===== config.mk =====
export PLATFORM = sky130hd
export DESIGN_NAME = es_packer
export DESIGN_NICKNAME = d
export VERILOG_FILES = /design/src/es_pkg.sv /design/src/es_packer.sv
export VERILOG_INCLUDE_DIRS = /design/src /design/src/src
export SDC_FILE = /design/constraint.sdc
export NUM_CORES = 1
export LEC_CHECK = 0
export ABC_AREA = 1
export BUFFER_PORTS_ARGS = -buffer_cell sky130_fd_sc_hd__buf_2
export CORE_ASPECT_RATIO = 1.2
export CORE_MARGIN = 5
export CORE_UTILIZATION = 47
export DETAILED_ROUTE_END_ITERATION = 6
export GPL_TIMING_DRIVEN = 0
export PLACE_DENSITY = 0.77
export SYNTH_ARGS = -nofsm -noshare
export SYNTH_HDL_FRONTEND = slang
export SYNTH_SLANG_ARGS = --single-unit

===== constraint.sdc =====
create_clock -name clk_i -period 1.46 [get_ports clk_i]
set_input_delay 0.219 -clock clk_i [delete_from_list [all_inputs] [get_ports clk_i]]
set_output_delay 0.219 -clock clk_i [all_outputs]
set_load 0.01 [all_outputs]

===== src/rot_entropy_macros.svh =====
`ifndef ROT_ENTROPY_MACROS_SVH
`define ROT_ENTROPY_MACROS_SVH

// raw noise sample width in bits
`define ES_SAMPLE_W 4

// packed entropy word width
`define ES_WORD_W 32

// nibbles per word
`define ES_SAMPLES_PER_WORD 8

// words thrown away after enable
`define ES_STARTUP_WORDS 2

// identical samples in a row that fail the repetition test
`define ES_REP_THRESH 8

// hardware consumers on the distribution side
`define EDN_NUM_EP 4

`endif


===== src/es_pkg.sv =====
`default_nettype none

`include "rot_entropy_macros.svh"

package es_pkg;

  // one raw nibble from the noise source
  typedef logic [`ES_SAMPLE_W-1:0] es_sample_t;

  // one packed word, first sample in the low nibble
  typedef logic [`ES_WORD_W-1:0] es_word_t;

  // control states of the entropy source
  // idle clears the datapath, startup drops words,
  // run forwards them, alert freezes until enable drops
  typedef enum logic [1:0] {
    IDLE    = 2'd0,
    STARTUP = 2'd1,
    RUN     = 2'd2,
    ALERT   = 2'd3
  } es_state_e;

endpackage

`default_nettype wire


===== src/es_packer.sv =====
`timescale 1ns/1ps
`default_nettype none

`include "rot_entropy_macros.svh"

module es_packer (
  input  logic               clk_i,
  input  logic               arst_n_i,
  input  logic               accept_i,
  input  logic               fwd_i,
  input  logic               clear_i,
  input  logic               rng_valid_i,
  input  es_pkg::es_sample_t rng_data_i,
  input  logic               word_take_i,
  output logic               rng_ready_o,
  output logic               sample_fire_o,
  output logic               word_done_o,
  output logic               word_valid_o,
  output es_pkg::es_word_t   word_data_o
);

  import es_pkg::*;

  localparam int cnt_w = $clog2(`ES_SAMPLES_PER_WORD);

  es_word_t         shift_q;
  logic [cnt_w-1:0] cnt_q;
  logic             held_q;
  logic             done_q;
  logic             fire;
  logic             last_sample;

  // shift register doubles as the only word buffer
  assign rng_ready_o   = accept_i && !held_q;
  assign fire          = rng_valid_i && rng_ready_o;
  assign sample_fire_o = fire;
  assign last_sample   = fire && (cnt_q == cnt_w'(`ES_SAMPLES_PER_WORD - 1));

  // new nibble enters at the top, so the first one ends up lowest
  always_ff @(posedge clk_i) begin
    if (fire) begin
      shift_q <= {rng_data_i, shift_q[`ES_WORD_W-1:`ES_SAMPLE_W]};
    end
  end

  always_ff @(posedge clk_i or negedge arst_n_i) begin
    if (!arst_n_i) begin
      cnt_q  <= '0;
      held_q <= 1'b0;
      done_q <= 1'b0;
    end else if (clear_i) begin
      cnt_q  <= '0;
      held_q <= 1'b0;
      done_q <= 1'b0;
    end else begin
      done_q <= last_sample;
      if (last_sample) begin
        cnt_q <= '0;
      end else if (fire) begin
        cnt_q <= cnt_q + 1'b1;
      end
      // word kept only when forwarding, else it is overwritten
      if (last_sample && fwd_i) begin
        held_q <= 1'b1;
      end else if (word_take_i) begin
        held_q <= 1'b0;
      end
    end
  end

  assign word_done_o  = done_q;
  assign word_valid_o = held_q;
  assign word_data_o  = shift_q;

endmodule

`default_nettype wire


==> impl_metrics.tcl <==
set metrics [dict create \
    status "completed" \
    grt_max_degree 18 \
    grt_pass1_wl_mm 3.66 \
    clock.fmax_mhz 732 \
    core_area_mm2 0.00255 \
    vdd_drop_max_uv 864 \
    htree_levels 2 \
    synth_xor_xnor_area_share 0 \
    num_antenna_cells 0 \
    synth_nets 82 \
    cts_made_buffers 5 \
    clock_latency_ns 0.33 \
    cts_tree "yes" \
    synth_compound_area_frac 0 \
    ant_nets 0 \
    dieArea_mm2 0.00379 \
    yosysWarnings 0 \
    synthAdderAreaFrac 0.0200 \
    cts.clk_slew.worst_paths_ns 0.10 \
    cts_root_buffer "clkbuf_4" \
    synthArstFlopShare 0.135 \
    ys_seq_area_frac 0.870 \
    synth-edff-count 32 \
    synth_top_family_by_area "simple AND/OR/NAND/NOR gates" \
    clockBufferDepth 2 \
    io_pins 47 \
    hold_class "input port to flip-flop" \
    setup_ws_ns 0.0938 \
    post-place-ws_ns -0.104 \
    initial_utilization 0.489 \
    period_needed_ns 1.37 \
    grt_pass1_vias 837 \
    fill_cells 212 \
    final_max_slew_viol_count 0 \
    synthMuxAreaShare 0 \
    die_w_um 57.1 \
    fin_worst_skew_ns 0.00706 \
    startpoint_type "flip-flop" \
    drv_cap 0 \
    relSlewSlack 0.860 \
    register_area_mm2 0.00109 \
    critical_path.max_stage_delay_ns 0.42 \
    multi_input_area_um2 133 \
    finalSetupViolCount 0 \
    drc 0 \
    numClockSinks 37 \
    yosysMostFrequentCell "edfxtp_1" \
    wl_mm 2.25 \
    avgViaCountPerCell 4.80 \
    hold_violations 0 \
    syn-cell-area_mm2 0.00125 \
    fin_crit_sh 0.936 \
    hpwl_mm 1.62 \
    place_congestion 0.724 \
    portBuffers 46 \
    cp_max_fo 4 \
    synth_top_area_share 0.770 \
    ys_types 12 \
    endpoint_kind "primary output" \
    vias 763 \
    syn-mean-instance-area_um2 18.1 \
    synth-simple-area-share 0.0862 \
    synth_flop_cell "edfxtp_1" \
    die_y_um 66.5 \
    num_rows 20 \
    yosys-top-cells-count "32 x edfxtp_1, 10 x nand2_1, 6 x inv_1" \
    crit_path_cell_trace "inv_2, nand3_4, inv_12, buf_2" \
    slowest_stage "dfrtp_1" \
    required_ns 1.24 \
    drtIter0Drc 16 \
    tightest_slew_ns 0.209 \
    grt_use_total 0.134 \
    gr-total-overflow 0 \
    drive_gt1_frac 0.468 \
    power_density_mw_per_mm2 1110 \
    fin_setup_tns_ns 0 \
    synth_largest_area_cell "edfxtp_1" \
    worst_ep_arrival_time_ns 1.15 \
    layout.nets 139 \
    finalPower_mw 1.79 \
    path_class "flip-flop to primary output" \
    synth_area_leaders "edfxtp_1 77%, dfrtp_1 10%, nand2_1 3.0%" \
    synth-seq-cells 37 \
    wire_per_inst_um 14.2 \
    grt_antenna_before_repair 0 \
    area_growth_pct 29.1 \
    leakagePower_nw 0.706 \
    first_pass_iters 4 \
    post_synth_inst_count 69 \
]
[what timing repair did]
action / 4_1_cts / 5_1_grt
hold buffers: 1 / 0
cloned: 1 / 0
endpoints found under the setup margin: 33 / 1
setup buffers: 1 / 1
hold endpoints to repair: 5 / 0
resized for setup: 4 / 0
[metal layers]
metal / part of all wire / vias to the layer above / GRT usage
li1: - / 357 / -
met5: 0 / - / 0
met2: 0.50 / 44 / 0.233
met1: 0.36 / 355 / 0.123
met4: 0.025 / 0 / 0.0551
met3: 0.11 / 7 / 0.0872
[power breakdown]
part	leakage [nW]	switching [mW]	internal, mW	total (mW)
Combinational	0.311	0.0744	0.0474	0.122
Clock	0.0258	0.283	0.175	0.457
Sequential	0.369	0.0168	1.19	1.21
[metrics by stage]
| step | hold slack [ns] | cells | util | instance area (µm²) |
|---|---|---|---|---|
| 5_1_grt | 0.0217 | 159 | 0.631 | 1610 |
| 4_1_cts | 0.0431 | 158 | 0.628 | 1600 |
| 3_3_place_gp | 0.0382 | 148 | 0.596 | 1520 |
| 3_5_place_dp | 0.0445 | 148 | 0.596 | 1520 |
| 6_report | 0.0576 | 159 | 0.631 | 1610 |
| 2_1_floorplan | -0.0766 | 69 | - | 1250 |
[cell type report]
class | count | area share
Clock buffer | 6 | 0.0256
Clock inverter | 1 | 0.00233
Inverter | 8 | 0.0264
Multi-Input combinational cell | 24 | 0.0823
Sequential cell | 37 | 0.674
Tap cell | 33 | 0.0256
Timing Repair Buffer | 49 | 0.158
Timing Repair inverter | 1 | 0.00543
[cells by family (layout without fill, tap and decap cells)]
kind of cell	after synthesis	count (layout)
flops	37	37
simple gates	22	22
buf+inv	8	65
fa+ha+maj	2	2
[worst max-delay path: cells and delay by family, from the launching register on]
kind	cells	cell delay [ns]
flops	1	0.42
buf+inv	3	0.28
simple gates	1	0.12
[flip-flops by register name (all words and copies together) (netlist names)]
signal,flops
cnt_q,3
word_data_o,32
word_done_o,1
word_valid_o,1
[layout by cell type, fill, tap and decap left out, types with 2 or more instances in the layout]
master,count
dfrtp_1,5
ha_1,2
nand2_1,10
clkbuf_4,5
edfxtp_1,32
buf_4,2
nor2_1,5
buf_2,46
inv_1,6
nand3_1,3
[path summary, 6_finish.rpt]
kind                            startpoint         endpoint  depth (start not counted)  slack (ns)
setup / recovery              word_valid_o    sample_fire_o                          4        0.09
hold / removal               rng_data_i[3]  word_data_o[31]                          1        0.06
setup reg to reg                  cnt_q[0]         cnt_q[2]                          6        0.18
hold reg to reg            word_data_o[12]   word_data_o[8]                          0        0.45
max in group asynchronous         arst_n_i         cnt_q[0]                          2        1.09
min in group asynchronous         arst_n_i         cnt_q[1]                          2        0.23
(Power assumes the default switching activity.)
