===== config.mk =====
export PLATFORM = sky130hd
export DESIGN_NAME = es_ctrl_fsm
export DESIGN_NICKNAME = d
export VERILOG_FILES = /design/src/es_pkg.sv /design/src/es_ctrl_fsm.sv
export VERILOG_INCLUDE_DIRS = /design/src /design/src/src
export SDC_FILE = /design/constraint.sdc
export NUM_CORES = 1
export LEC_CHECK = 0
export BUFFER_PORTS_ARGS = -buffer_cell sky130_fd_sc_hd__buf_2
export CORE_AREA = 2 2 39 41
export DETAILED_ROUTE_END_ITERATION = 6
export DIE_AREA = 0 0 41 43
export PLACE_DENSITY_LB_ADDON = 0.1
export SLEW_MARGIN = 30
export SYNTH_ARGS = -nofsm -noshare
export SYNTH_HDL_FRONTEND = slang
export SYNTH_SLANG_ARGS = --single-unit

===== constraint.sdc =====
create_clock -name clk_i -period 1.9 [get_ports clk_i]
set_input_delay 0.095 -clock clk_i [delete_from_list [all_inputs] [get_ports clk_i]]
set_output_delay 0.095 -clock clk_i [all_outputs]
set_load 0.005 [all_outputs]

===== src/rot_entropy_macros.svh =====
`ifndef ROT_ENTROPY_MACROS_SVH
`define ROT_ENTROPY_MACROS_SVH

// raw noise sample width in bits
`define ES_SAMPLE_W 4

// packed entropy word width
`define ES_WORD_W 32

// nibbles per word
`define ES_SAMPLES_PER_WORD 8

// words thrown away after enable
`define ES_STARTUP_WORDS 2

// identical samples in a row that fail the repetition test
`define ES_REP_THRESH 8

// hardware consumers on the distribution side
`define EDN_NUM_EP 4

`endif


===== src/es_pkg.sv =====
`default_nettype none

`include "rot_entropy_macros.svh"

package es_pkg;

  // one raw nibble from the noise source
  typedef logic [`ES_SAMPLE_W-1:0] es_sample_t;

  // one packed word, first sample in the low nibble
  typedef logic [`ES_WORD_W-1:0] es_word_t;

  // control states of the entropy source
  // idle clears the datapath, startup drops words,
  // run forwards them, alert freezes until enable drops
  typedef enum logic [1:0] {
    IDLE    = 2'd0,
    STARTUP = 2'd1,
    RUN     = 2'd2,
    ALERT   = 2'd3
  } es_state_e;

endpackage

`default_nettype wire


===== src/es_ctrl_fsm.sv =====
`timescale 1ns/1ps
`default_nettype none

`include "rot_entropy_macros.svh"

module es_ctrl_fsm (
  input  logic clk_i,
  input  logic arst_n_i,
  input  logic es_enable_i,
  input  logic word_done_i,
  input  logic fail_i,
  output logic accept_o,
  output logic fwd_o,
  output logic clear_o,
  output logic health_fail_o
);

  import es_pkg::*;

  // wide enough to count every startup word
  localparam int su_w = $clog2(`ES_STARTUP_WORDS + 1);

  es_state_e       state_q;
  es_state_e       state_d;
  logic [su_w-1:0] su_cnt_q;
  logic            su_last;

  // last startup word finishing this cycle
  assign su_last = word_done_i && (su_cnt_q == su_w'(`ES_STARTUP_WORDS - 1));

  always_comb begin
    state_d = state_q;
    case (state_q)
      IDLE: begin
        state_d = STARTUP;
      end
      STARTUP: begin
        if (fail_i) begin
          state_d = ALERT;
        end else if (su_last) begin
          state_d = RUN;
        end
      end
      RUN: begin
        if (fail_i) begin
          state_d = ALERT;
        end
      end
      ALERT: begin
        // sticky until enable goes away
        state_d = ALERT;
      end
      default: begin
        state_d = IDLE;
      end
    endcase
    // enable low wins over everything
    if (!es_enable_i) begin
      state_d = IDLE;
    end
  end

  always_ff @(posedge clk_i or negedge arst_n_i) begin
    if (!arst_n_i) begin
      state_q <= IDLE;
    end else begin
      state_q <= state_d;
    end
  end

  // counts dropped words while in startup
  always_ff @(posedge clk_i or negedge arst_n_i) begin
    if (!arst_n_i) begin
      su_cnt_q <= '0;
    end else if (state_q != STARTUP) begin
      su_cnt_q <= '0;
    end else if (word_done_i) begin
      su_cnt_q <= su_cnt_q + 1'b1;
    end
  end

  // steering decode
  assign accept_o      = (state_q == STARTUP) || (state_q == RUN);
  assign fwd_o         = (state_q == RUN);
  assign clear_o       = (state_q == IDLE);
  assign health_fail_o = (state_q == ALERT);

  // a failure only comes from a sample that was let in
  a_fail_needs_accept: assert property (@(posedge clk_i) disable iff (!arst_n_i)
    fail_i |-> accept_o);

endmodule

`default_nettype wire


==> out/qor.yml, run 1 <==
outcome:
  status: "finished clean"
placement:
  postPlaceCellArea_sq_um: 333
  place_worst_setup_slack_ns: 0.585
  gp_congestion: 0.598
  portBuffers: 8
route:
  drtAntennaViolNets: 0
  dr.pass1.iters: 1
  drc: 0
  dr_total_vias: 192
  route.detailed.wl_per_inst_um: 8.79
  vias_per_cell: 3.69
  wl_um: 457
  drt_iter0_markers: 0
logic_synthesis:
  synth_nets: 34
  netlist_top_cells_area: "dfrtp_1 37%, ha_1 23%, mux2i_1 11%"
  yosysUniqueCellTypes: 12
  synth.most_common_cell: "ha_1"
  synth_area_sq_um: 273
  syn_avg_cell_area_sq_um: 11.4
  yosysSeqAreaShare_pct: 36.7
  synth_warnings: 0
  synth-edff-count: 0
  syn_inst: 24
  ys_ff_latch: 4
  netlist.area_leader.share_pct: 36.7
  synthTopCellsByCount: "5 x ha_1, 4 x dfrtp_1, 3 x inv_1, 3 x mux2i_1, 2 x and2_1"
  yosys.area.top_type: "dfrtp_1"
  synth_ff_type: "dfrtp_1"
  async_flop_share_pct: 100
worst_setup_path:
  required_ns: 2.04
  crit_arrival_ns: 1.44
  start_kind: "flop"
  worstRegToRegCells: 5
  r2r-end: "state_q[0]"
  reg2reg_slack_ns: 0.59
  path_class: "flop to flop"
  r2r-start: "state_q[1]"
  crit_path_max_fanout: 4
  crit_path_end_kind: "flop"
floorplan:
  core_area_sq_um: 1380
  die_w_um: 41
  start_util_pct: 19.7
  fp-row-count: 14
  io_pins: 9
  die_h_um: 43
  die-area_sq_um: 1760
global_routing:
  antenna_found_initial: 0
  grt_pass1_wl_um: 724
  overflow: 0
  grt_util_all_layers_pct: 7.06
  grt_start_max_net_pins: 5
  grt_pass1_vias: 184
clocking:
  cts_setup_buffers: 0
  cts_sinks: 4
  h-tree-depth: 1
  clock_latency_ns: 0.23
  clock_path_buffers: 2
  numCtsBuffers: 3
  cts_tree: "yes"
  root_buffer: "clkbuf_4"
  ctsResizeCount: 0
  clk_pin_slew_ns: 0.03
  hold_buffers: 1
finish:
  area_growth_pct: 33.9
  multiInputGateArea_sq_um: 161
  n_fill_cell: 151
  fin_area_sq_um: 365
  seqCellArea_sq_um: 100
  final_nets: 48
  antennaDiodeCount: 0
  layout-drive-gt1-share_pct: 36.1
timing:
  maxSlewViolCount: 0
  timing.setup.tns_ns: 0
  fin_crit_sh_pct: 68.7
  fin_skew_ns: 0.00150
  fmax_ghz: 0.766
  fin_crit_ns: 1.31
  rsz0062_at_grt: "no"
  setup_viol: 0
  hold_violations: 0
  whs_ns: 0.163
  tightest_slew_ns: 0.155
  worst_slack_ns: 0.594
  max_slew_margin_pct: 89.3
run:
  cap_violations: 0
power:
  p_per_area_nw_per_um2: 1250
  vdd_drop_max_mv: 0.453
  p_leak_nw: 0.208
hold_path:
  hold_path_end: "state_q[1]"
  min_from: "es_enable_i"
  hold_path_depth: 3
  hold_class: "input port to flop"
[registers in the layout (all words and copies together) (netlist names)]
signal    count
state_q       2
su_cnt_q      2
[layer usage]
| metal | vias to the layer above | track usage (%) | routed length [um] |
|---|---|---|---|
| li1 | 104 | - | - |
| met1 | 83 | 8.17 | 231 |
| met2 | 5 | 7.50 | 201 |
| met3 | 0 | 3.14 | 24 |
| met4 | 0 | 10.0 | 0 |
| met5 | - | 0 | 0 |
[cell usage in the layout (no fill, tap or decap)]
cell type	netlist	routed
clkbuf_4	0	3
dfrtp_1	4	4
and2_1	2	2
ha_1	5	5
nand2b_1	1	1
a21boi_2	1	1
mux2i_1	3	3
and2b_1	1	1
inv_1	3	3
buf_2	0	8
o21ai_2	1	1
dlygate4sd3_1	0	1
o21ai_1	1	1
a211o_1	1	1
xor2_1	1	1
[cell families after synthesis]
family | Yosys count | synth area share [%]
xor gates and xnor gates | 1 | 3.21
adders and majority gates | 5 | 22.9
and+or+nand+nor | 4 | 9.63
buffers and inverters | 3 | 4.13
muxes | 3 | 11.0
DFF | 4 | 36.7
AOI/OAI and AO/OA | 4 | 12.4
[through the flow]
step / std cells / util, % / power, mW
6_report: 52 / 26.4 / 0.456
3_5_place_dp: 48 / 24.1 / 0.360
4_1_cts: 52 / 26.4 / 0.468
2_1_floorplan: 24 / - / 0.287
3_3_place_gp: 48 / 24.1 / 0.362
5_1_grt: 52 / 26.4 / 0.509
[worst max-delay path by stage]
stage | from | endpoint | slack [ns]
after floorplan | state_q[1] | state_q[0] | 0.72
after global placement | state_q[1] | state_q[1] | 0.61
after detailed placement | state_q[1] | state_q[0] | 0.59
after CTS | state_q[1] | state_q[0] | 0.58
after global routing | state_q[1] | state_q[0] | 0.49
final | state_q[1] | state_q[0] | 0.59
[worst max-delay path, stage by stage, from the launching register on]
cell and delay (ns):
dfrtp_1 0.36, inv_1 0.08, ha_1 0.21, a21boi_2 0.16, o21ai_2 0.16, mux2i_1 0.23
[report_power, final]
part	switching [mW]	total [mW]	leakage (nW)	internal [mW]
combinational	0.106	0.220	0.141	0.114
sequential	0.0216	0.136	0.0527	0.114
clock	0.0296	0.0999	0.0138	0.0703
total	0.157	0.456	0.208	0.299
[area by class of cell]
type                       instances  share of cell area (%)
tap                               16                    5.48
sequential                         4                    27.4
timing repair buffer               9                    13.7
clock buffer                       3                    6.16
multi-input combinational         17                    44.2
inverter                           3                    3.08
No activity file was read; power rests on OpenSTA's default activity.
==> run 2: changes to the inputs <==
==> constraint.sdc (replaced) <==
create_clock -name clk_i -period 1.3 [get_ports clk_i]
set_input_delay 0.065 -clock clk_i [delete_from_list [all_inputs] [get_ports clk_i]]
set_output_delay 0.065 -clock clk_i [all_outputs]
set_load 0.005 [all_outputs]
==> out/qor.yml, run 2 (synthesis gave the netlist of run 1 again) <==
outcome:
  status: "finished clean"
hold_path:
  hold_path_depth: 3  # unchanged
  hold_path_end: "state_q[1]"
  min_from: "es_enable_i"
  hold_class: "input port to flop"
route:
  drtAntennaViolNets: 0  # unchanged
  dr_total_vias: 201  # +4.7%
  drt_iter0_markers: 3  # +3
  dr.pass1.iters: 2  # +1
  drc: 0  # unchanged
  vias_per_cell: 3.79  # +2.7%
  wl_um: 487  # +6.6%
  route.detailed.wl_per_inst_um: 9.19  # +4.6%
global_routing:
  grt_start_max_net_pins: 5  # unchanged
  grt_pass1_vias: 167  # -9.2%
  grt_pass1_wl_um: 703  # -2.9%
  antenna_found_initial: 0  # unchanged
  overflow: 0  # unchanged
  grt_util_all_layers_pct: 7.26  # +0.19 points
finish:
  final_common_cell: "buf_2"
  layout-drive-gt1-share_pct: 51.4  # +15 points
  stdcell_count: 53  # +1.9%
  fin_area_sq_um: 408  # +12%
  most-common-layout-cells: "8 x buf_2, 4 x dfrtp_1, 3 x mux2i_1, 3 x clkbuf_4"
  antennaDiodeCount: 0  # unchanged
  area_growth_pct: 49.5
  final_nets: 49  # +2.1%
  reg_top3: "state_q: 2 flops, su_cnt_q: 2 flops"
worst_setup_path:
  cpMaxStageDelayCell: "dfrtp_1"
  path_cells: "buf_4 > ha_4 > a211o_1 > o21ai_1 > mux2i_1"
  crit_path_max_fanout: 3  # -1
  critPathMaxStageDelay_ns: 0.39  # +0.03 ns
  worstRegToRegCells: 5  # unchanged
  r2r-start: "state_q[1]"
  required_ns: 1.40  # -0.64 ns
  crit_arrival_ns: 1.36  # -0.08 ns
  path_class: "flop to flop"
  reg2reg_slack_ns: 0.04  # -0.56 ns
  r2r-end: "state_q[0]"
  start_kind: "flop"
  crit_path_end_kind: "flop"
clocking:
  clock_latency_ns: 0.23  # about the same
  root_buffer: "clkbuf_4"
  cts_sinks: 4  # unchanged
  numCtsBuffers: 3  # unchanged
  h-tree-depth: 1  # unchanged
  clock_path_buffers: 2  # unchanged
  clk_pin_slew_ns: 0.03  # about the same
  cts_tree: "yes"
timing:
  whs_ns: 0.131  # -0.0321 ns
  timing.setup.tns_ns: 0  # unchanged
  maxSlewViolCount: 0  # unchanged
  tightest_slew_ns: 0.162  # +0.00643 ns
  rsz0062_at_grt: "yes"
  fin_skew_ns: 0.00243  # +0.000934 ns
  fin_crit_sh_pct: 97.3  # +29 points
  fmax_ghz: 0.791  # +3.2%
  setup_viol: 0  # unchanged
  hold_violations: 0  # unchanged
  fin_crit_ns: 1.26  # -0.0410 ns
  max_slew_margin_pct: 88.9  # -0.44 points
power:
  vdd_drop_max_mv: 0.816  # +80%
  power_uw: 766  # +68%
  p_leak_nw: 0.213  # +2.5%
  p_per_area_nw_per_um2: 1880  # +51%
floorplan:
  die-area_sq_um: 1760  # unchanged
  start_util_pct: 19.7  # unchanged
  fp-row-count: 14  # unchanged
  io_pins: 9  # unchanged
  die_w_um: 41  # unchanged
  core_area_sq_um: 1380  # unchanged
  die_h_um: 43  # unchanged
placement:
  portBuffers: 8  # unchanged
  gp_congestion: 0.647  # +8.2%
  postPlaceCellArea_sq_um: 333  # unchanged
  placedCellCount: 48  # unchanged
  dp.final_hpwl_um: 408
run:
  cap_violations: 0  # unchanged
==> run 2: worst max-delay path, delay by kind of cell (launching register included) <==
| family | cells | cell delay [ns] |
|---|---|---|
| AOI/OAI and AO/OA | 2 | 0.34 |
| adders and majority gates | 1 | 0.15 |
| buffers and inverters | 1 | 0.15 |
| DFF | 1 | 0.39 |
| muxes | 1 | 0.10 |
==> run 2: power by group <==
part	switching [mW]	total [mW]	internal, mW
Sequential	0.0426	0.210	0.167
Combinational	0.185	0.407	0.222
Clock	0.0466	0.150	0.103
==> run 2: stage by stage <==
step                      utilization, %  worst slack [ns]
final                               29.5            0.0355
after global routing                29.5           -0.0463
after CTS                           26.6            0.0119
after detailed placement            24.1           -0.0115
after global placement              24.1           0.00347
after floorplan                        -             0.115
==> run 2: how the worst max path moves through the flow <==
stage	startpoint	endpoint	slack [ns]
2_1_floorplan	state_q[1]	state_q[0]	0.12
3_3_place_gp	state_q[1]	state_q[0]	0.003
3_5_place_dp	state_q[1]	state_q[1]	-0.01
4_1_cts	state_q[1]	state_q[1]	0.01
5_1_grt	state_q[1]	state_q[0]	-0.05
6_report	state_q[1]	state_q[0]	0.04
==> run 2: repair_timing <==
item | in CTS | in global routing
resized for setup | 2 | 6
setup endpoints to repair | 2 | 2
buffers inserted | 0 | 1
cloned | 0 | 0
pin swaps | 1 | 1
hold buffers | 1 | 0
hold endpoints to repair | 4 | 0
==> run 2: cell type report <==
type                            instances  area [sq um]
Fill cell                             149           976
Tap cell                               16          20.0
Multi-Input combinational cell         17           196
Inverter                                3          11.3
Clock buffer                            3          22.5
Sequential cell                         4           100
Timing Repair Buffer                   10          57.6
==> run 2: metal layers <==
| metal | global-route usage (%) | wire length (um) | up-vias |
|---|---|---|---|
| li1 | - | - | 105 |
| met5 | 0 | 0 | - |
| met4 | 10.0 | 0 | 0 |
| met2 | 6.25 | 243 | 5 |
| met1 | 9.12 | 207 | 91 |
| met3 | 4.71 | 36 | 0 |
