### config.mk
export PLATFORM = sky130hd
export DESIGN_NAME = es_rep_counter
export DESIGN_NICKNAME = d
export VERILOG_FILES = /design/src/es_pkg.sv /design/src/es_rep_counter.sv
export VERILOG_INCLUDE_DIRS = /design/src /design/src/src
export SDC_FILE = /design/constraint.sdc
export NUM_CORES = 1
export LEC_CHECK = 0
export BUFFER_PORTS_ARGS = -buffer_cell sky130_fd_sc_hd__buf_2
export CAP_MARGIN = 20
export CORE_AREA = 2 2 39 41
export CTS_CLUSTER_SIZE = 25
export DETAILED_ROUTE_END_ITERATION = 10
export DIE_AREA = 0 0 41 43
export PLACE_DENSITY = 0.53
export SLEW_MARGIN = 40
export SYNTH_ARGS = -nofsm -noshare
export SYNTH_HDL_FRONTEND = slang
export SYNTH_SLANG_ARGS = --single-unit
### constraint.sdc
create_clock -name clk_i -period 1.3 [get_ports clk_i]
set_input_delay 0.13 -clock clk_i [delete_from_list [all_inputs] [get_ports clk_i]]
set_output_delay 0.13 -clock clk_i [all_outputs]
set_load 0.01 [all_outputs]
### src/rot_entropy_macros.svh
`ifndef ROT_ENTROPY_MACROS_SVH
`define ROT_ENTROPY_MACROS_SVH

// raw noise sample width in bits
`define ES_SAMPLE_W 4

// packed entropy word width
`define ES_WORD_W 32

// nibbles per word
`define ES_SAMPLES_PER_WORD 8

// words thrown away after enable
`define ES_STARTUP_WORDS 2

// identical samples in a row that fail the repetition test
`define ES_REP_THRESH 8

// hardware consumers on the distribution side
`define EDN_NUM_EP 4

`endif

### src/es_pkg.sv
`default_nettype none

`include "rot_entropy_macros.svh"

package es_pkg;

  // one raw nibble from the noise source
  typedef logic [`ES_SAMPLE_W-1:0] es_sample_t;

  // one packed word, first sample in the low nibble
  typedef logic [`ES_WORD_W-1:0] es_word_t;

  // control states of the entropy source
  // idle clears the datapath, startup drops words,
  // run forwards them, alert freezes until enable drops
  typedef enum logic [1:0] {
    IDLE    = 2'd0,
    STARTUP = 2'd1,
    RUN     = 2'd2,
    ALERT   = 2'd3
  } es_state_e;

endpackage

`default_nettype wire

### src/es_rep_counter.sv
`timescale 1ns/1ps
`default_nettype none

`include "rot_entropy_macros.svh"

module es_rep_counter (
  input  logic                clk_i,
  input  logic                arst_n_i,
  input  logic                clear_i,
  input  logic                sample_fire_i,
  input  es_pkg::es_sample_t  sample_i,
  output logic                fail_o
);

  import es_pkg::*;

  // holds 0..thresh, zero means no sample seen yet
  localparam int cnt_w = $clog2(`ES_REP_THRESH + 1);

  es_sample_t       last_q;
  logic [cnt_w-1:0] cnt_q;
  logic             same;

  // repeat of the previous sample
  assign same = (cnt_q != '0) && (sample_i == last_q);

  // this sample completes the failing run
  assign fail_o = sample_fire_i && same && (cnt_q == cnt_w'(`ES_REP_THRESH - 1));

  always_ff @(posedge clk_i or negedge arst_n_i) begin
    if (!arst_n_i) begin
      cnt_q <= '0;
    end else if (clear_i) begin
      cnt_q <= '0;
    end else if (sample_fire_i) begin
      if (!same) begin
        // new value starts a fresh run of one
        cnt_q <= cnt_w'(1);
      end else if (cnt_q != cnt_w'(`ES_REP_THRESH)) begin
        cnt_q <= cnt_q + 1'b1;
      end
    end
  end

  // previous sample
  always_ff @(posedge clk_i) begin
    if (sample_fire_i) begin
      last_q <= sample_i;
    end
  end

endmodule

`default_nettype wire

==> flow_metrics.tcl, run 1 <==
set metrics [dict create \
    ir_drop_uv 498 \
    dr.pass1.iters 4 \
    first_iter_violations 5 \
    drt-total-wl_um 880 \
    root_buffer "clkbuf_4" \
    cts_htree_levels 1 \
    swShare 0.240 \
    synth_area_sq_um 452 \
    p_leak_nw 0.239 \
    n_antenna_cell 0 \
    crit_path_end_kind "primary output" \
    ios 9 \
    cts.sinks 8 \
    tightest_slew_ns 0.284 \
    max_slew_margin 0.810 \
    startpoint_type "register" \
    start_util 0.326 \
    routed_via_density 4.66 \
    fin_tns_setup_ns -0.606 \
    violations "negative setup slack" \
    timing.rr.end "cnt_q[3]$_DFFE_PN0P_" \
    die_area_sq_mm 0.00176 \
    insertion_delay_ns 0.26 \
    overflow 0 \
    drcViolationCount 0 \
    dp_worst_setup_slack_ns -0.0700 \
    min_from "clear_i" \
    ant_nets 0 \
    area.growth.synth_to_final_pct 29.9 \
    rrSetupSlack_ns -0.10 \
    worst_slack_ns -0.318 \
    hold_class "in2reg" \
    yosysUniqueCellTypes 19 \
    port_buffers 8 \
    status "finished, violations left" \
    required_ns 1.17 \
    critical_path_buf_inv_count 1 \
    rsz0062_at_grt "true" \
    vias 340 \
    cts_buffers 3 \
    regArea_sq_um 220 \
    slowest_stage "edfxtp_1" \
    antenna_found_initial 0 \
    drive_above_1_share 0.333 \
    drv_cap 0 \
    clk_path_buf_depth 2 \
    dp_hpwl_um 670 \
    cts_tree "built" \
    synth_cells 41 \
    min_to "cnt_q[3]$_DFFE_PN0P_" \
    nFillCells 139 \
    die_x_um 41 \
    grt_pass1_vias 331 \
    fmax_ghz 0.618 \
    yosysWarnings 0 \
    p_int_w 0.000437 \
    p_clk_frac 0.359 \
    hold_violations 0 \
    crit_chain "xor2_1 > nor4_4 > nor4b_4 > buf_2" \
    period_minus_slack_ns 1.62 \
    synth-seq-area-share 0.488 \
    nNetsFinal 68 \
    wl_per_cell_um 12.1 \
    slowest_delay_ns 0.38 \
    slew_viol_final 0 \
    multi_input_area_sq_um 236 \
    p_switching_w 0.000138 \
    pwr-share-seq 0.501 \
    powerDensity_mw_per_mm2 980 \
    avgSynthCellArea_sq_um 11.0 \
    crit_family "simple AND/OR/NAND/NOR gates" \
    clock_skew_ns 0.0121 \
    path_max_fanout 2 \
    gp_congestion 0.783 \
    placeableCoreArea_sq_mm 0.00138 \
    ys_ff_latch 8 \
    critPathArrivalTime_ns 1.49 \
    grt_pass1_wl_um 1440 \
    reg2regPathDepth 6 \
    finalSetupViolations 5 \
    clk_pin_slew_ns 0.06 \
    post-route-period-util 1.24 \
    fp.dieH_um 43 \
    min_path_cells 2 \
    syn_nets 51 \
    grt_max_degree 13 \
    grt_use_total 0.126 \
    rows 14 \
    critPathKind "reg2out" \
    rr_startpoint "last_q[2]$_DFFE_PP_" \
    comb_power_share 0.140 \
]
==> area by class of cell <==
type / instances / share of cell area
clock buffer: 4 / 0.0448
inverter: 3 / 0.0192
timing repair buffer: 12 / 0.124
multi-input combinational: 30 / 0.403
sequential: 8 / 0.375
tap: 16 / 0.0341
==> cells in the mapped netlist <==
master,number,area share
nand2_1,5,0.042
dfrtp_1,4,0.22
edfxtp_1,4,0.27
xor2_1,4,0.078
inv_1,3,0.025
nand3_1,3,0.033
nor2_1,3,0.025
a2bb2oi_1,2,0.039
ha_1,2,0.055
nand2b_1,2,0.028
a211oi_1,1,0.017
a31oi_1,1,0.014
mux2i_1,1,0.022
nor3b_1,1,0.017
nor4_4,1,0.047
nor4b_2,1,0.033
o21ai_1,1,0.011
o22ai_1,1,0.014
or2_2,1,0.014
==> cell usage in the layout, fill, tap and decap left out <==
master,instances
a211oi_1,1
a2bb2oi_1,2
a31oi_1,1
buf_2,8
buf_4,3
clkbuf_1,1
clkbuf_4,3
dfrtp_1,4
dlygate4sd3_1,1
edfxtp_1,4
ha_1,2
inv_1,2
inv_2,1
mux2i_1,1
nand2_1,5
nand2b_1,2
nand3_1,3
nor2_1,3
nor3b_1,1
nor4_4,1
nor4b_4,1
o21ai_1,1
o22ai_1,1
or2_2,1
xor2_1,3
xor2_2,1
==> flip-flops by register name, summed over array words and instances (netlist names) <==
register	cells
last_q	4
cnt_q	4
==> through the flow <==
stage | power, W | hold WS, ns | instance area, sq um | util | instances
floorplan | 0.000332 | -0.166 | 460 | - | 41
global placement | 0.000366 | -0.0596 | 536 | 0.387 | 67
detailed placement | 0.000367 | -0.0583 | 536 | 0.387 | 67
CTS | 0.000582 | 0.0586 | 579 | 0.419 | 72
global route | 0.000612 | 0.0526 | 587 | 0.424 | 73
finish | 0.000575 | 0.0655 | 587 | 0.424 | 73
==> layer usage <==
metal  part of all wire  up-vias  GRT usage
met1               0.45      152      0.157
met3              0.059        0     0.0785
met4                  0        0     0.0400
li1                   -      178          -
met5                  0        -          0
met2               0.49       10      0.175
==> power groups by stage <==
stage | registers, W | clock network [W] | logic (W)
floorplan | 0.000291 | 0 | 0.0000405
global placement | 0.000292 | 0 | 0.0000737
detailed placement | 0.000292 | 0 | 0.0000752
CTS | 0.000288 | 0.000215 | 0.0000791
global route | 0.000289 | 0.000235 | 0.0000883
finish | 0.000288 | 0.000206 | 0.0000806
==> logic make-up after synthesis <==
group,count (synthesis),share of synthesized area
multiplexers,1,0.0222
flip-flops,8,0.488
buffers and inverters,3,0.0249
adder cells (fa/ha/maj),2,0.0554
AO/OA/AOI/OAI,6,0.0942
XOR/XNOR,4,0.0776
AND/OR/NAND/NOR,17,0.238
==> worst max-delay path by stage <==
stage / end / slack, ns / cells past startpoint / from
4_1_cts: fail_o / -0.35 / 4 / last_q[0]$_DFFE_PP_
3_5_place_dp: fail_o / -0.07 / 4 / last_q[1]$_DFFE_PP_
3_3_place_gp: fail_o / -0.07 / 4 / last_q[1]$_DFFE_PP_
6_report: fail_o / -0.32 / 4 / last_q[2]$_DFFE_PP_
5_1_grt: fail_o / -0.40 / 4 / last_q[2]$_DFFE_PP_
2_1_floorplan: fail_o / -0.04 / 3 / last_q[1]$_DFFE_PP_
==> repair_timing <==
action / 4_1_cts / 5_1_grt
setup endpoints to repair: 3 / 5
hold buffers: 1 / 0
buffers inserted: 1 / 1
gates resized for setup: 1 / 1
endpoints found under the hold margin: 4 / 0
pin swaps: 2 / 1
(Power assumes the default switching activity.)
==> inputs of run 2 (changes only) <==
--- a/config.mk
+++ b/config.mk
@@ -6,13 +6,14 @@
 export SDC_FILE = /design/constraint.sdc
 export NUM_CORES = 1
 export LEC_CHECK = 0
+export ABC_AREA = 1
 export BUFFER_PORTS_ARGS = -buffer_cell sky130_fd_sc_hd__buf_2
 export CAP_MARGIN = 20
 export CORE_AREA = 2 2 39 41
 export CTS_CLUSTER_SIZE = 25
 export DETAILED_ROUTE_END_ITERATION = 10
 export DIE_AREA = 0 0 41 43
-export PLACE_DENSITY = 0.53
+export PLACE_DENSITY = 0.6
 export SLEW_MARGIN = 40
 export SYNTH_ARGS = -nofsm -noshare
 export SYNTH_HDL_FRONTEND = slang
==> flow_metrics.tcl, run 2 <==
set metrics [dict create \
    status "finished, violations left" \
    violations "negative setup slack" \
    critPathArrivalTime_ns 1.37 \
    yosysWarnings 0 \
    synth_cells 68 \
    post-route-period-util 1.16 \
    clk_path_buf_depth 2 \
    slew_viol_final 0 \
    finalSetupViolations 5 \
    gp_congestion 0.818 \
    grt_use_total 0.144 \
    worst_slack_ns -0.202 \
    ys_ff_latch 8 \
    die_area_sq_mm 0.00176 \
    drive_above_1_share 0.337 \
    top_regs "cnt_q: 4 flops, last_q: 4 flops" \
    yosysTopAreaCellShare 0.223 \
    yosysUniqueCellTypes 17 \
    async_reset_ff_frac 0.500 \
    vias 491 \
    ant_nets 0 \
    grt_pass1_vias 445 \
    powerDensity_mw_per_mm2 907 \
    slowest_delay_ns 0.38 \
    area.growth.synth_to_final_pct 34.8 \
    place_inst 94 \
    die_x_um 41 \
    dp_hpwl_um 760 \
    cts_buffers 3 \
    placeableCoreArea_sq_mm 0.00138 \
    n_antenna_cell 0 \
    synth-seq-area-share 0.408 \
    antenna_found_initial 0 \
    insertion_delay_ns 0.27 \
    cts_htree_levels 1 \
    nNetsFinal 100 \
    synth_top_area_cell "edfxtp_1" \
    clock_skew_ns 0.00310 \
    final_cell_mix "15 x inv_1, 15 x nand2_1, 8 x buf_2" \
    clk_pin_slew_ns 0.06 \
    crit_chain "inv_1 > ha_2 > inv_2 > nor2_4 > nand2_4 > nand3_4 > nor3_2 > buf_2" \
    fin_tns_setup_ns -0.512 \
    p_leak_nw 0.386 \
    first_iter_violations 12 \
    rows 14 \
    cts_tree "built" \
    overflow 0 \
    routed_via_density 4.68 \
    avgSynthCellArea_sq_um 7.93 \
    rsz0062_at_grt "true" \
    hold_class "in2reg" \
    drt-total-wl_um 1090 \
    cts.sinks 8 \
    period_minus_slack_ns 1.50 \
    hold_violations 0 \
    placed_area_sq_um 619 \
    dp_worst_setup_slack_ns 0.0106 \
    power_w 0.000659 \
    synth_commonest_cells "16 x inv_1, 16 x nand2_1, 6 x nand3_1" \
    path_max_fanout 3 \
    dr.pass1.iters 4 \
    drcViolationCount 0 \
    startpoint_type "register" \
    regArea_sq_um 220 \
    slowest_stage "dfrtp_1" \
    start_util 0.390 \
    critPathKind "reg2out" \
    ios 9 \
    nFillCells 135 \
    post-route-cell-area_sq_um 727 \
    tightest_slew_ns 0.240 \
    syn_nets 78 \
    synth-edff-count 4 \
    max_slew_margin 0.840 \
    synth_ff_type "edfxtp_1" \
    fmax_ghz 0.666 \
    wl_per_cell_um 10.4 \
    ir_drop_uv 458 \
    grt_pass1_wl_um 1670 \
    crit_path_end_kind "primary output" \
    synth.area.top_cells "edfxtp_1 22%, dfrtp_1 19%, inv_1 11%" \
    required_ns 1.17 \
    fin_cells 105 \
    multi_input_area_sq_um 287 \
    grt_max_degree 11 \
    root_buffer "clkbuf_4" \
    drv_cap 0 \
    fp.dieH_um 43 \
    port_buffers 8 \
    synth_area_sq_um 539 \
]
==> run 2: cell types whose count changed in the layout (fill, tap and decap cells not counted), sizes merged, moves of 2 or more <==
cell     delta
inv        +13
nand2      +13
buf         +5
nand4       +5
nor2        +5
nand3       +4
xor2        -3
a2bb2oi     -2
nand2b      -2
==> run 2: cell families after synthesis <==
| family | count (synthesis) | synth area share |
|---|---|---|
| flip-flops | 8 | 0.408 |
| AND/OR/NAND/NOR | 39 | 0.392 |
| AO/OA/AOI/OAI | 1 | 0.00927 |
| buffers and inverters | 16 | 0.111 |
| adder cells (fa/ha/maj) | 2 | 0.0464 |
| XOR/XNOR | 2 | 0.0325 |
==> run 2: final timing paths <==
| path | from | end | slack [ns] | cells after the start |
|---|---|---|---|---|
| worst max register to register | cnt_q[0]$_DFFE_PN0P_ | cnt_q[3]$_DFFE_PN0P_ | -0.15 | 13 |
| worst min register to register | cnt_q[1]$_DFFE_PN0P_ | cnt_q[1]$_DFFE_PN0P_ | 0.63 | 3 |
| max in group asynchronous | arst_n_i | cnt_q[3]$_DFFE_PN0P_ | 0.98 | 2 |
| worst max-delay path | cnt_q[0]$_DFFE_PN0P_ | fail_o | -0.20 | 8 |
| worst min-delay path | sample_i[1] | last_q[1]$_DFFE_PP_ | 0.06 | 1 |
| min in group asynchronous | arst_n_i | cnt_q[1]$_DFFE_PN0P_ | 0.19 | 2 |
==> run 2: critical path: cells and delay by family (launching register included) <==
kind / cells / cell delay, ns
DFF: 1 / 0.38
and+or+nand+nor: 4 / 0.34
buffers and inverters: 3 / 0.23
adders and majority gates: 1 / 0.17
==> run 2: layer usage <==
layer	wire length [um]	GRT usage
met3	36	0.0314
met2	560	0.228
met4	36	0.100
met1	457	0.159
met5	0	0
==> run 2: area by class of cell <==
type / instances / area share
tap: 16 / 0.0275
sequential: 8 / 0.303
inverter: 16 / 0.0826
clock buffer: 4 / 0.0361
timing repair buffer: 17 / 0.157
multi-input combinational: 44 / 0.394
==> run 2: through the flow <==
stage / util / hold slack, ns
finish: 0.525 / 0.0630
global placement: 0.448 / -0.0552
CTS: 0.492 / 0.0655
global route: 0.525 / 0.0673
floorplan: - / -0.166
detailed placement: 0.448 / -0.0560
==> run 2: where the power goes <==
group / internal (W) / switching, W / leakage (nW)
logic: 0.0000667 / 0.0000792 / 0.278
registers: 0.000282 / 0.00000870 / 0.0931
clock network: 0.000119 / 0.000104 / 0.0150
==> run 2: timing repair <==
action	in CTS	in global routing
pin swaps	1	7
hold endpoints to repair	4	0
gates resized for setup	5	2
endpoints found under the setup margin	1	5
hold buffers	1	0
setup buffers	1	5
